$ cat config.mk
export PLATFORM = sky130hd
export DESIGN_NAME = matmul_top
export DESIGN_NICKNAME = d
export VERILOG_FILES = /design/src/source/matmul_pkg.sv /design/src/source/row_ram.sv /design/src/source/step_counter.sv /design/src/source/matmul_fsm.sv /design/src/source/row_mac.sv /design/src/source/matmul_top.sv
export VERILOG_INCLUDE_DIRS = /design/src /design/src/source
export SDC_FILE = /design/constraint.sdc
export NUM_CORES = 2
export LEC_CHECK = 0
export ABC_CLOCK_PERIOD_IN_PS = 14700
export BUFFER_PORTS_ARGS = -buffer_cell sky130_fd_sc_hd__buf_2
export CAP_MARGIN = 25
export CORE_ASPECT_RATIO = 0.7
export CORE_MARGIN = 5
export CORE_UTILIZATION = 30
export DETAILED_ROUTE_END_ITERATION = 8
export GPL_ROUTABILITY_DRIVEN = 0
export REMOVE_ABC_BUFFERS = 1
export SYNTH_ARGS = -nofsm -noshare
export SYNTH_HDL_FRONTEND = slang
export SYNTH_SLANG_ARGS = --single-unit
$ cat constraint.sdc
create_clock -name clk_mem -period 14.7 [get_ports clk_mem]
set_input_delay 2.94 -clock clk_mem [delete_from_list [all_inputs] [get_ports clk_mem]]
set_output_delay 2.94 -clock clk_mem [all_outputs]
set_load 0.005 [all_outputs]
$ cat src/source/matmul_cfg.svh
`ifndef MATMUL_CFG_SVH
`define MATMUL_CFG_SVH

////////////////////
// Matrix geometry
////////////////////

// Square matrices, rows and columns
`define MM_N 4

// Unsigned element, sums wrap at this width
`define MM_ELEM_W 16

// One full matrix row per memory word
`define MM_WORD_W (`MM_N * `MM_ELEM_W)

// Enough bits to index MM_N rows
`define MM_ADDR_W 2

`endif

$ cat src/source/matmul_pkg.sv
package matmul_pkg;

  `include "matmul_cfg.svh"

  // One matrix element
  typedef logic [`MM_ELEM_W-1:0] elem_t;

  // Row or inner index
  typedef logic [`MM_ADDR_W-1:0] row_addr_t;

  ////////////////////
  // Row word views
  ////////////////////

  // Memories and host port see one flat word,
  // the MAC lanes pick elements out of it.
  // Element 0 sits in the low bits
  typedef union packed {
    logic [`MM_WORD_W-1:0] flat;
    elem_t [`MM_N-1:0]     elems;
  } row_word_u;

endpackage

$ cat src/source/row_ram.sv
`timescale 1ns/1ps

`include "matmul_cfg.svh"

module row_ram (
  input  logic                  clk_mem,
  input  logic [`MM_ADDR_W-1:0] addr,
  input  logic                  we,
  input  logic [`MM_WORD_W-1:0] wr_data,
  output logic [`MM_WORD_W-1:0] rd_data
);

  // One word per matrix row
  logic [`MM_WORD_W-1:0] mem [`MM_N];

  // Write port
  always_ff @(posedge clk_mem) begin
    if (we) begin
      mem[addr] <= wr_data;
    end
  end

  // Registered read, data follows addr by one cycle
  always_ff @(posedge clk_mem) begin
    rd_data <= mem[addr];
  end

endmodule

$ cat src/source/step_counter.sv
`timescale 1ns/1ps

`include "matmul_cfg.svh"

module step_counter
  import matmul_pkg::*;
(
  input  logic      clk_mem,
  input  logic      reset,
  input  logic      clear,
  input  logic      advance,
  output row_addr_t row_idx,
  output row_addr_t k_idx,
  output logic      last_k,
  output logic      last_row
);

  // Final positions of the walk
  assign last_k   = (k_idx == row_addr_t'(`MM_N - 1));
  assign last_row = (row_idx == row_addr_t'(`MM_N - 1));

  ////////////////////
  // Nested index pair
  ////////////////////

  always_ff @(posedge clk_mem) begin
    if (reset || clear) begin
      row_idx <= '0;
      k_idx   <= '0;
    end else if (advance) begin
      if (last_k) begin
        k_idx <= '0;
        // Inner index wrapped, move to next C row
        if (last_row) begin
          row_idx <= '0;
        end else begin
          row_idx <= row_idx + 1'b1;
        end
      end else begin
        k_idx <= k_idx + 1'b1;
      end
    end
  end

endmodule

$ cat src/source/matmul_fsm.sv
`timescale 1ns/1ps

module matmul_fsm (
  input  logic clk_mem,
  input  logic reset,
  input  logic start_req,
  output logic start_ack,
  output logic busy,
  output logic cnt_clear,
  output logic cnt_advance,
  input  logic last_k,
  input  logic last_row,
  output logic acc_clear,
  output logic acc_en,
  output logic c_we
);

  localparam logic [2:0] ST_IDLE  = 3'd0;
  localparam logic [2:0] ST_FETCH = 3'd1;
  localparam logic [2:0] ST_ACC   = 3'd2;
  localparam logic [2:0] ST_WRITE = 3'd3;
  localparam logic [2:0] ST_DONE  = 3'd4;

  logic [2:0] state;
  logic [2:0] state_nxt;

  always_ff @(posedge clk_mem) begin
    if (reset) begin
      state <= ST_IDLE;
    end else begin
      state <= state_nxt;
    end
  end

  ////////////////////
  // Next state
  ////////////////////

  always_comb begin
    state_nxt = state;
    case (state)
      ST_IDLE: begin
        if (start_req) begin
          state_nxt = ST_FETCH;
        end
      end
      ST_FETCH: state_nxt = ST_ACC;
      ST_ACC:   state_nxt = last_k ? ST_WRITE : ST_FETCH;
      ST_WRITE: state_nxt = last_row ? ST_DONE : ST_FETCH;
      // Hold ack until the host lets go of start_req
      ST_DONE: begin
        if (!start_req) begin
          state_nxt = ST_IDLE;
        end
      end
      default: state_nxt = ST_IDLE;
    endcase
  end

  ////////////////////
  // Outputs
  ////////////////////

  assign busy      = (state == ST_FETCH) || (state == ST_ACC) || (state == ST_WRITE);
  assign start_ack = (state == ST_DONE);
  assign acc_en    = (state == ST_ACC);
  assign c_we      = (state == ST_WRITE);
  assign cnt_clear = (state == ST_IDLE) && start_req;

  // Fresh accumulators for every C row
  assign acc_clear = cnt_clear || (state == ST_WRITE);

  // Row index must stay put until the write cycle is over
  assign cnt_advance = ((state == ST_ACC) && !last_k) || (state == ST_WRITE);

endmodule

$ cat src/source/row_mac.sv
`timescale 1ns/1ps

`include "matmul_cfg.svh"

module row_mac
  import matmul_pkg::*;
(
  input  logic      clk_mem,
  input  logic      reset,
  input  logic      acc_clear,
  input  logic      acc_en,
  input  row_addr_t k_idx,
  input  row_word_u a_row,
  input  row_word_u b_row,
  output row_word_u acc_row
);

  row_addr_t k_q;
  elem_t     a_elem;

  // Memory read lags its address by a cycle, so does the element select
  always_ff @(posedge clk_mem) begin
    k_q <= k_idx;
  end

  // A element shared by all lanes this step
  assign a_elem = a_row.elems[k_q];

  ////////////////////
  // MAC lanes
  ////////////////////

  // Lane j holds C[row][j]; products and sums wrap at 16 bits
  always_ff @(posedge clk_mem) begin
    if (reset || acc_clear) begin
      acc_row <= '0;
    end else if (acc_en) begin
      for (int j = 0; j < `MM_N; j++) begin
        acc_row.elems[j] <= acc_row.elems[j] + a_elem * b_row.elems[j];
      end
    end
  end

endmodule

$ cat src/source/matmul_top.sv
`timescale 1ns/1ps

module matmul_top
  import matmul_pkg::*;
(
  input  logic      clk_mem,
  input  logic      reset,
  input  logic      load_en,
  input  logic      load_sel,
  input  row_addr_t load_addr,
  input  row_word_u load_data,
  input  logic      start_req,
  output logic      start_ack,
  input  logic      rd_en,
  input  row_addr_t rd_addr,
  output row_word_u rd_data
);

  logic      busy;
  logic      cnt_clear;
  logic      cnt_advance;
  logic      last_k;
  logic      last_row;
  logic      acc_clear;
  logic      acc_en;
  logic      c_we;
  logic      load_wr;
  row_addr_t row_idx;
  row_addr_t k_idx;
  row_addr_t rd_addr_q;
  row_addr_t a_addr;
  row_addr_t b_addr;
  row_addr_t c_addr;
  row_word_u a_q;
  row_word_u b_q;
  row_word_u acc_row;

  ////////////////////
  // Control
  ////////////////////

  matmul_fsm u_fsm (
    .clk_mem     (clk_mem),
    .reset       (reset),
    .start_req   (start_req),
    .start_ack   (start_ack),
    .busy        (busy),
    .cnt_clear   (cnt_clear),
    .cnt_advance (cnt_advance),
    .last_k      (last_k),
    .last_row    (last_row),
    .acc_clear   (acc_clear),
    .acc_en      (acc_en),
    .c_we        (c_we)
  );

  step_counter u_counter (
    .clk_mem  (clk_mem),
    .reset    (reset),
    .clear    (cnt_clear),
    .advance  (cnt_advance),
    .row_idx  (row_idx),
    .k_idx    (k_idx),
    .last_k   (last_k),
    .last_row (last_row)
  );

  row_mac u_mac (
    .clk_mem   (clk_mem),
    .reset     (reset),
    .acc_clear (acc_clear),
    .acc_en    (acc_en),
    .k_idx     (k_idx),
    .a_row     (a_q),
    .b_row     (b_q),
    .acc_row   (acc_row)
  );

  ////////////////////
  // Address steering
  ////////////////////

  // Host loads only between runs, handshake fully idle
  assign load_wr = load_en && !busy && !start_req && !start_ack;

  // Last host read address, keeps rd_data steady between reads
  always_ff @(posedge clk_mem) begin
    if (reset) begin
      rd_addr_q <= '0;
    end else if (rd_en) begin
      rd_addr_q <= rd_addr;
    end
  end

  assign a_addr = busy ? row_idx : load_addr;
  assign b_addr = busy ? k_idx : load_addr;
  assign c_addr = busy ? row_idx : (rd_en ? rd_addr : rd_addr_q);

  ////////////////////
  // Row memories
  ////////////////////

  row_ram u_mem_a (
    .clk_mem (clk_mem),
    .addr    (a_addr),
    .we      (load_wr && !load_sel),
    .wr_data (load_data.flat),
    .rd_data (a_q)
  );

  row_ram u_mem_b (
    .clk_mem (clk_mem),
    .addr    (b_addr),
    .we      (load_wr && load_sel),
    .wr_data (load_data.flat),
    .rd_data (b_q)
  );

  // C takes a finished row during the write cycle
  row_ram u_mem_c (
    .clk_mem (clk_mem),
    .addr    (c_addr),
    .we      (c_we),
    .wr_data (acc_row.flat),
    .rd_data (rd_data)
  );

endmodule

---- After elaboration in Yosys (flattened, before gate mapping) ----
Memory sizes are Yosys's and may differ from the RTL's. A register that Yosys moved wholly into a read port is not among the register bits.
Cells that the tools add are included.
storage, ports and cells
  register bits after elaboration ......... 75
  latch bits .............................. 0
  RAM bits ................................ 768
  bits in read-only memories .............. 0
  output and inout port bits .............. 65
  logic and storage cells ................. 68
  memories kept ........................... 3
memory list
  memory       depth  width  rd ports  clocked after Yosys merged registers in  write ports  line           text
  u_mem_a.mem  4      64     1         1                                        1            row_ram.sv:14  logic [`MM_WORD_W-1:0] mem [`MM_N];
  u_mem_b.mem  4      64     1         1                                        1            row_ram.sv:14
  u_mem_c.mem  4      64     1         1                                        1            row_ram.sv:14
operators by class
  $add $sub $neg .......................... 6
  multiply operators ...................... 4
  div/mod/pow operators ................... 0
  $lt $le $gt $ge ......................... 1
  equality and inequality tests ........... 8
  shifts and indexed selects .............. 0
  mux-type cells .......................... 19
  bitwise gates (word level) .............. 0
  reductions and logical operators ........ 21
operator list
  kind                                                count
  adder 16 bit                                        4
  multiplier 16 x 16 -> 16 bit                        4
  binary-select mux 16 bit (select 2 bit)             1
  2-to-1 mux 16 bit                                   1
  one-hot mux 3 bit (5 select lines)                  1
  2-to-1 mux 2 bit                                    7
  2-to-1 mux 3 bit                                    3
  logical AND 1 bit                                   7
  == test 3 x 2 -> 1 bit, second input constant       2
  logical OR 1 bit                                    6
  2-to-1 mux 1 bit                                    6
  logical NOT 1 bit                                   5
  adder 2 x 1 -> 2 bit, second input constant         2
  == test 2 bit, second input constant                2
  inequality test 2 bit, second input constant        2
  AND reduction 2 bit                                 2
  == test 3 x 1 -> 1 bit, second input constant       1
  == test 3 bit, second input constant                1
  logical NOT 3 bit                                   1
  < comparator 2 x 3 -> 1 bit, second input constant  1

---- Logic depth before layout (Yosys ltp) ----
  depth in word-level cells ............... 10
  depth in mapped cells ................... 27
  depth with buffers taken out ............ 23

---- Modules after synthesis ----
From an unflattened synthesis, not the netlist that was laid out.
second synthesis, totals
  cells, all modules ...................... 3615
  area total of the unflattened synthesis .. 52357.7 um^2
modules (own cells, without submodules)
  module        instances  cells an instance  area each (um^2)  sequential area each (um^2)
  row_ram       3          404                10567.6           8968.6
  row_mac       1          2334               20054.2           1321.3
  matmul_fsm    1          27                 210.2             60.1
  step_counter  1          19                 207.7             80.1
  matmul_top    1          23                 182.7             40.0

---- Worst setup path after synthesis ----
No wires, ideal clock.
  path type ............................... input port to flip-flop
  from .................................... input port rd_en
  to ...................................... memory u_mem_c.mem[1][0] (netlist bit) (enable)
  data arrival time ....................... 8.775 ns
  path slack .............................. 5.347 ns
  cell stages on the path ................. 6
  path buffers ............................ 2
  path through ............................ mux2i_1 nand2_1 o21ai_1 clkbuf_1 clkbuf_1 nor3b_1
between the ends
  word-level cells in the longest chain between the ends .. 2
ends and longest elaborated chain
  item                line              text
  start: declaration  matmul_top.sv:14  input logic rd_en,
  2-to-1 mux 2 bit    --
  2-to-1 mux 2 bit    matmul_top.sv:97  assign c_addr = busy ? row_idx : (rd_en ? rd_addr : rd_addr_q);
  end: declaration    row_ram.sv:14
No other way between the ends.

---- Final worst setup path ----
  from .................................... register u_mac.k_q[0]
  to ...................................... register u_mac.acc_row[47] (netlist bit)
between the ends
  word-level cells in the longest chain between the ends .. 4
ends and longest elaborated chain
  item                                     line           text
  start: declaration                       row_mac.sv:18  row_addr_t k_q;
  start signal: assignment                 row_mac.sv:23  k_q <= k_idx;
  binary-select mux 16 bit (select 2 bit)  row_mac.sv:27  assign a_elem = a_row.elems[k_q];
  2-to-1 mux 16 bit (implied by the code)  row_mac.sv:27
  multiplier 16 x 16 -> 16 bit             row_mac.sv:39  acc_row.elems[j] <= acc_row.elems[j] + a_elem * b_row.elems[j];
  adder 16 bit                             row_mac.sv:39
  end: declaration                         row_mac.sv:15  output row_word_u acc_row
No other way between the ends. The select of a mux whose other input is x is not followed.
A chain may end at the register's enable or synchronous reset.

==> impl_metrics.py <==
metrics = {
    "global_routing": {
        "grt_overflow_total": 0,
        "grt_pass1_wl_mm": 190,
        "grt_max_degree": 61,
        "grt_pass1_vias": 29200,
        "track_usage": 0.138,
        "grt_antenna_before_repair": 34,
    },
    "cts": {
        "ctsResizeCount": 0,
        "clock-root-buffer": "clkbuf_16",
        "cts_hold_buf": 0,
        "clk_pin_slew_ns": 0.07,
        "tritoncts": "yes",
        "htree_levels": 3,
        "cts_max_path_buffers": 3,
        "numCtsBuffers": 95,
        "clk_latency_ns": 0.72,
        "post-cts-setup-buffers": 0,
        "cts.sinks": 1035,
    },
    "timing": {
        "hold_viol": 0,
        "fmax_ghz": 0.135,
        "fin_crit_ns": 7.41,
        "relSlewSlack": 0.268,
        "finalSetupTns_ns": 0,
        "period_share": 0.504,
        "rsz0062_at_grt": "no",
        "finClkSkew_ns": 0.0492,
        "timing.final.max_slew_violations": 0,
        "setup_violations": 0,
        "worst_slew_pin_slew_ns": 1.10,
    },
    "synth": {
        "async_flop_share": 0,
        "synth-edff-count": 768,
        "synthDistinctLibCells": 51,
        "syn_inst": 3658,
        "ys_warn_count": 0,
        "synth_seq_area_share": 0.545,
        "synth-seq-cells": 1035,
        "synth_ff_type": "edfxtp_1",
        "synth_area_per_cell_um2": 14.2,
        "syn_area_um2": 52100,
    },
    "layout": {
        "synthToLayoutAreaGrowth_pct": 13.0,
        "layout.nets": 4454,
        "fillCellCount": 16900,
        "drive_gt1_frac": 0.147,
        "fin_area_um2": 58900,
    },
    "setup_path": {
        "cp.required_ns": 15.32,
        "crit_start": "u_mac.k_q[0]",
        "reg2reg_depth": 24,
        "worstPathArrival_ns": 8.03,
        "end_kind": "register",
        "crit_end": "u_mac.acc_row[47]",
        "critPathLaunchType": "register",
        "r2r-start": "u_mac.k_q[0]",
        "r2r-end": "u_mac.acc_row[47]",
        "crit_fanout": 32,
        "crit_type": "register to register",
        "rrSetupSlack_ns": 7.29,
    },
    "floorplanning": {
        "core_area_um2": 173000,
        "die_area_um2": 182000,
        "die_w_um": 508,
        "start_util": 0.301,
        "rows": 128,
        "dieHeight_um": 359,
        "pin_count": 139,
    },
    "route": {
        "vias": 27900,
        "totalWireLength_mm": 123,
        "dr.pass1.iters": 7,
        "final_antenna_net_count": 0,
        "vias_per_cell": 4.48,
        "routedWlPerCell_um": 19.8,
        "drc": 0,
        "first_iter_violations": 2029,
    },
    "pwr": {
        "ir_drop_uv": 381,
        "power_leakage_nw": 22.7,
        "power_per_cell_area_nw_per_um2": 237,
    },
    "flow_run": {
        "max-cap-violations": 0,
    },
    "placement": {
        "dp_hpwl_mm": 83.3,
        "place_area_um2": 55700,
        "portBuffers": 138,
    },
    "worst_hold_path": {
        "hp-class": "register to register",
    },
    "outcome": {
        "status": "finished, final reports clean",
    },
}
## power breakdown
part	total, mW	leakage [nW]	switching (mW)	internal (mW)
clock network	2.52	1.56	1.13	1.39
registers	3.45	9.12	0.160	3.29
logic	8.00	12.0	4.43	3.57
total	14.0	22.7	5.72	8.25
## logic make-up after synthesis
| family | share of synthesized area |
|---|---|
| AO/OA/AOI/OAI | 0.0197 |
| adder cells (fa/ha/maj) | 0.195 |
| flip-flops | 0.545 |
| AND/OR/NAND/NOR | 0.0641 |
| buffers and inverters | 0.0584 |
| multiplexers | 0.0915 |
| XOR/XNOR | 0.0265 |
## stage by stage
stage          power (mW)  worst slack, ns  cells  utilization  hold WS (ns)
2_1_floorplan        9.70             1.22   3509            -         0.366
3_3_place_gp         11.3             7.04   6033        0.321         0.495
3_5_place_dp         11.4             7.37   6037        0.321         0.508
4_1_cts              14.1             7.33   6216        0.340         0.484
5_1_grt              15.4             6.98   6217        0.340         0.491
6_report             14.0             7.29   6227        0.340         0.463
## per-layer routing
metal	GRT usage	share of wire
met1	0.208	0.48
met2	0.198	0.42
met3	0.0382	0.081
met4	0.0259	0.016
met5	0.00236	0.0015
## synthesized netlist by cell type, types with 4 or more instances
cell	count	area (um^2)
buf_1	8	30.0
a31oi_1	4	25.0
nand2b_1	8	50.1
nor3b_1	4	30.0
edfxtp_1	768	23100
mux2i_1	6	60.1
nand3_1	4	20.0
o21bai_1	4	30.0
o21ai_0	20	100
a22o_1	12	105
xnor2_1	129	1130
buf_2	25	125
mux4_2	205	4620
and2_1	217	1360
o21a_1	4	30.0
nor2b_1	11	68.8
inv_1	645	2420
nand2_1	387	1450
ha_1	210	2630
a32oi_1	4	35.0
xor2_1	25	219
or3_1	4	25.0
nor3_1	10	50.1
fa_1	376	7530
a21oi_1	49	245
dfxtp_1	267	5350
nor2_1	65	244
a21o_1	14	105
a22oi_1	18	135
clkbuf_1	113	424
a211oi_1	6	45.0
## worst max-delay path: stages (launching register included)
cell      delay (ns)
dfxtp_1         0.68
buf_16          0.22
mux4_2          0.89
and2_1          0.33
fa_1            0.48
inv_1           0.05
fa_1            0.53
inv_1           0.05
fa_1            0.49
inv_1           0.05
fa_1            0.53
inv_1           0.05
fa_1            0.48
inv_1           0.05
fa_1            0.47
inv_1           0.04
ha_1            0.32
a21o_1          0.21
a21oi_1         0.19
nand2b_1        0.07
o21ai_0         0.35
o21ai_0         0.22
xnor2_1         0.17
xnor2_1         0.13
a22o_1          0.20
## cell usage in the layout (no fill, tap or decap), types with 5 or more instances in the layout
master	count
diode_2	11
xnor2_1	129
nor2_4	9
nor2_1	55
a21oi_1	49
inv_6	5
clkbuf_1	21
nand2b_1	8
inv_1	645
fa_1	376
xor2_1	25
a22oi_1	18
ha_1	210
o21ai_0	20
buf_4	46
nor3_1	9
bufinv_16	7
a211oi_1	6
dfxtp_1	267
a22o_1	12
edfxtp_1	768
mux4_2	205
clkinv_2	18
nand2_1	387
nor2b_1	11
clkbuf_8	12
a21o_1	14
and2_1	215
buf_2	138
clkinv_1	10
clkbuf_16	95
## worst min path at each step
stage	from	end	slack, ns	depth (start not counted)
after floorplan	u_counter.k_idx[1]	u_mac.k_q[1]	0.37	0
after global placement	u_mac.acc_row[51]	u_mac.acc_row[51]	0.50	2
after detailed placement	u_counter.k_idx[0]	u_mac.k_q[0]	0.51	0
after CTS	u_counter.k_idx[1]	u_mac.k_q[1]	0.48	0
after global routing	u_counter.k_idx[1]	u_mac.k_q[1]	0.49	0
final	u_counter.k_idx[1]	u_mac.k_q[1]	0.46	0
## registers in the layout, indices dropped and copies added, names as in the netlist
signal	flops
u_mem_c.rd_data	64
u_mem_b.mem	256
u_counter.row_idx	2
u_mac.acc_row	64
u_counter.k_idx	2
u_mac.k_q	2
rd_addr_q	2
u_mem_a.mem	256
u_mem_b.rd_data	64
u_fsm.state	3
u_mem_c.mem	256
u_mem_a.rd_data	64
## final cells by class
class / count / area [um^2] / area share
Inverter: 645 / 2420 / 0.0411
Clock buffer: 128 / 2620 / 0.0445
Timing Repair Buffer: 188 / 1120 / 0.0191
Clock inverter: 51 / 568 / 0.00964
Tap cell: 2340 / 2930 / 0.0497
Antenna cell: 11 / 27.5 / 0.000467
Sequential cell: 1035 / 28400 / 0.482
Multi-Input combinational cell: 1829 / 20800 / 0.353
No activity file was read; power rests on OpenSTA's default activity.
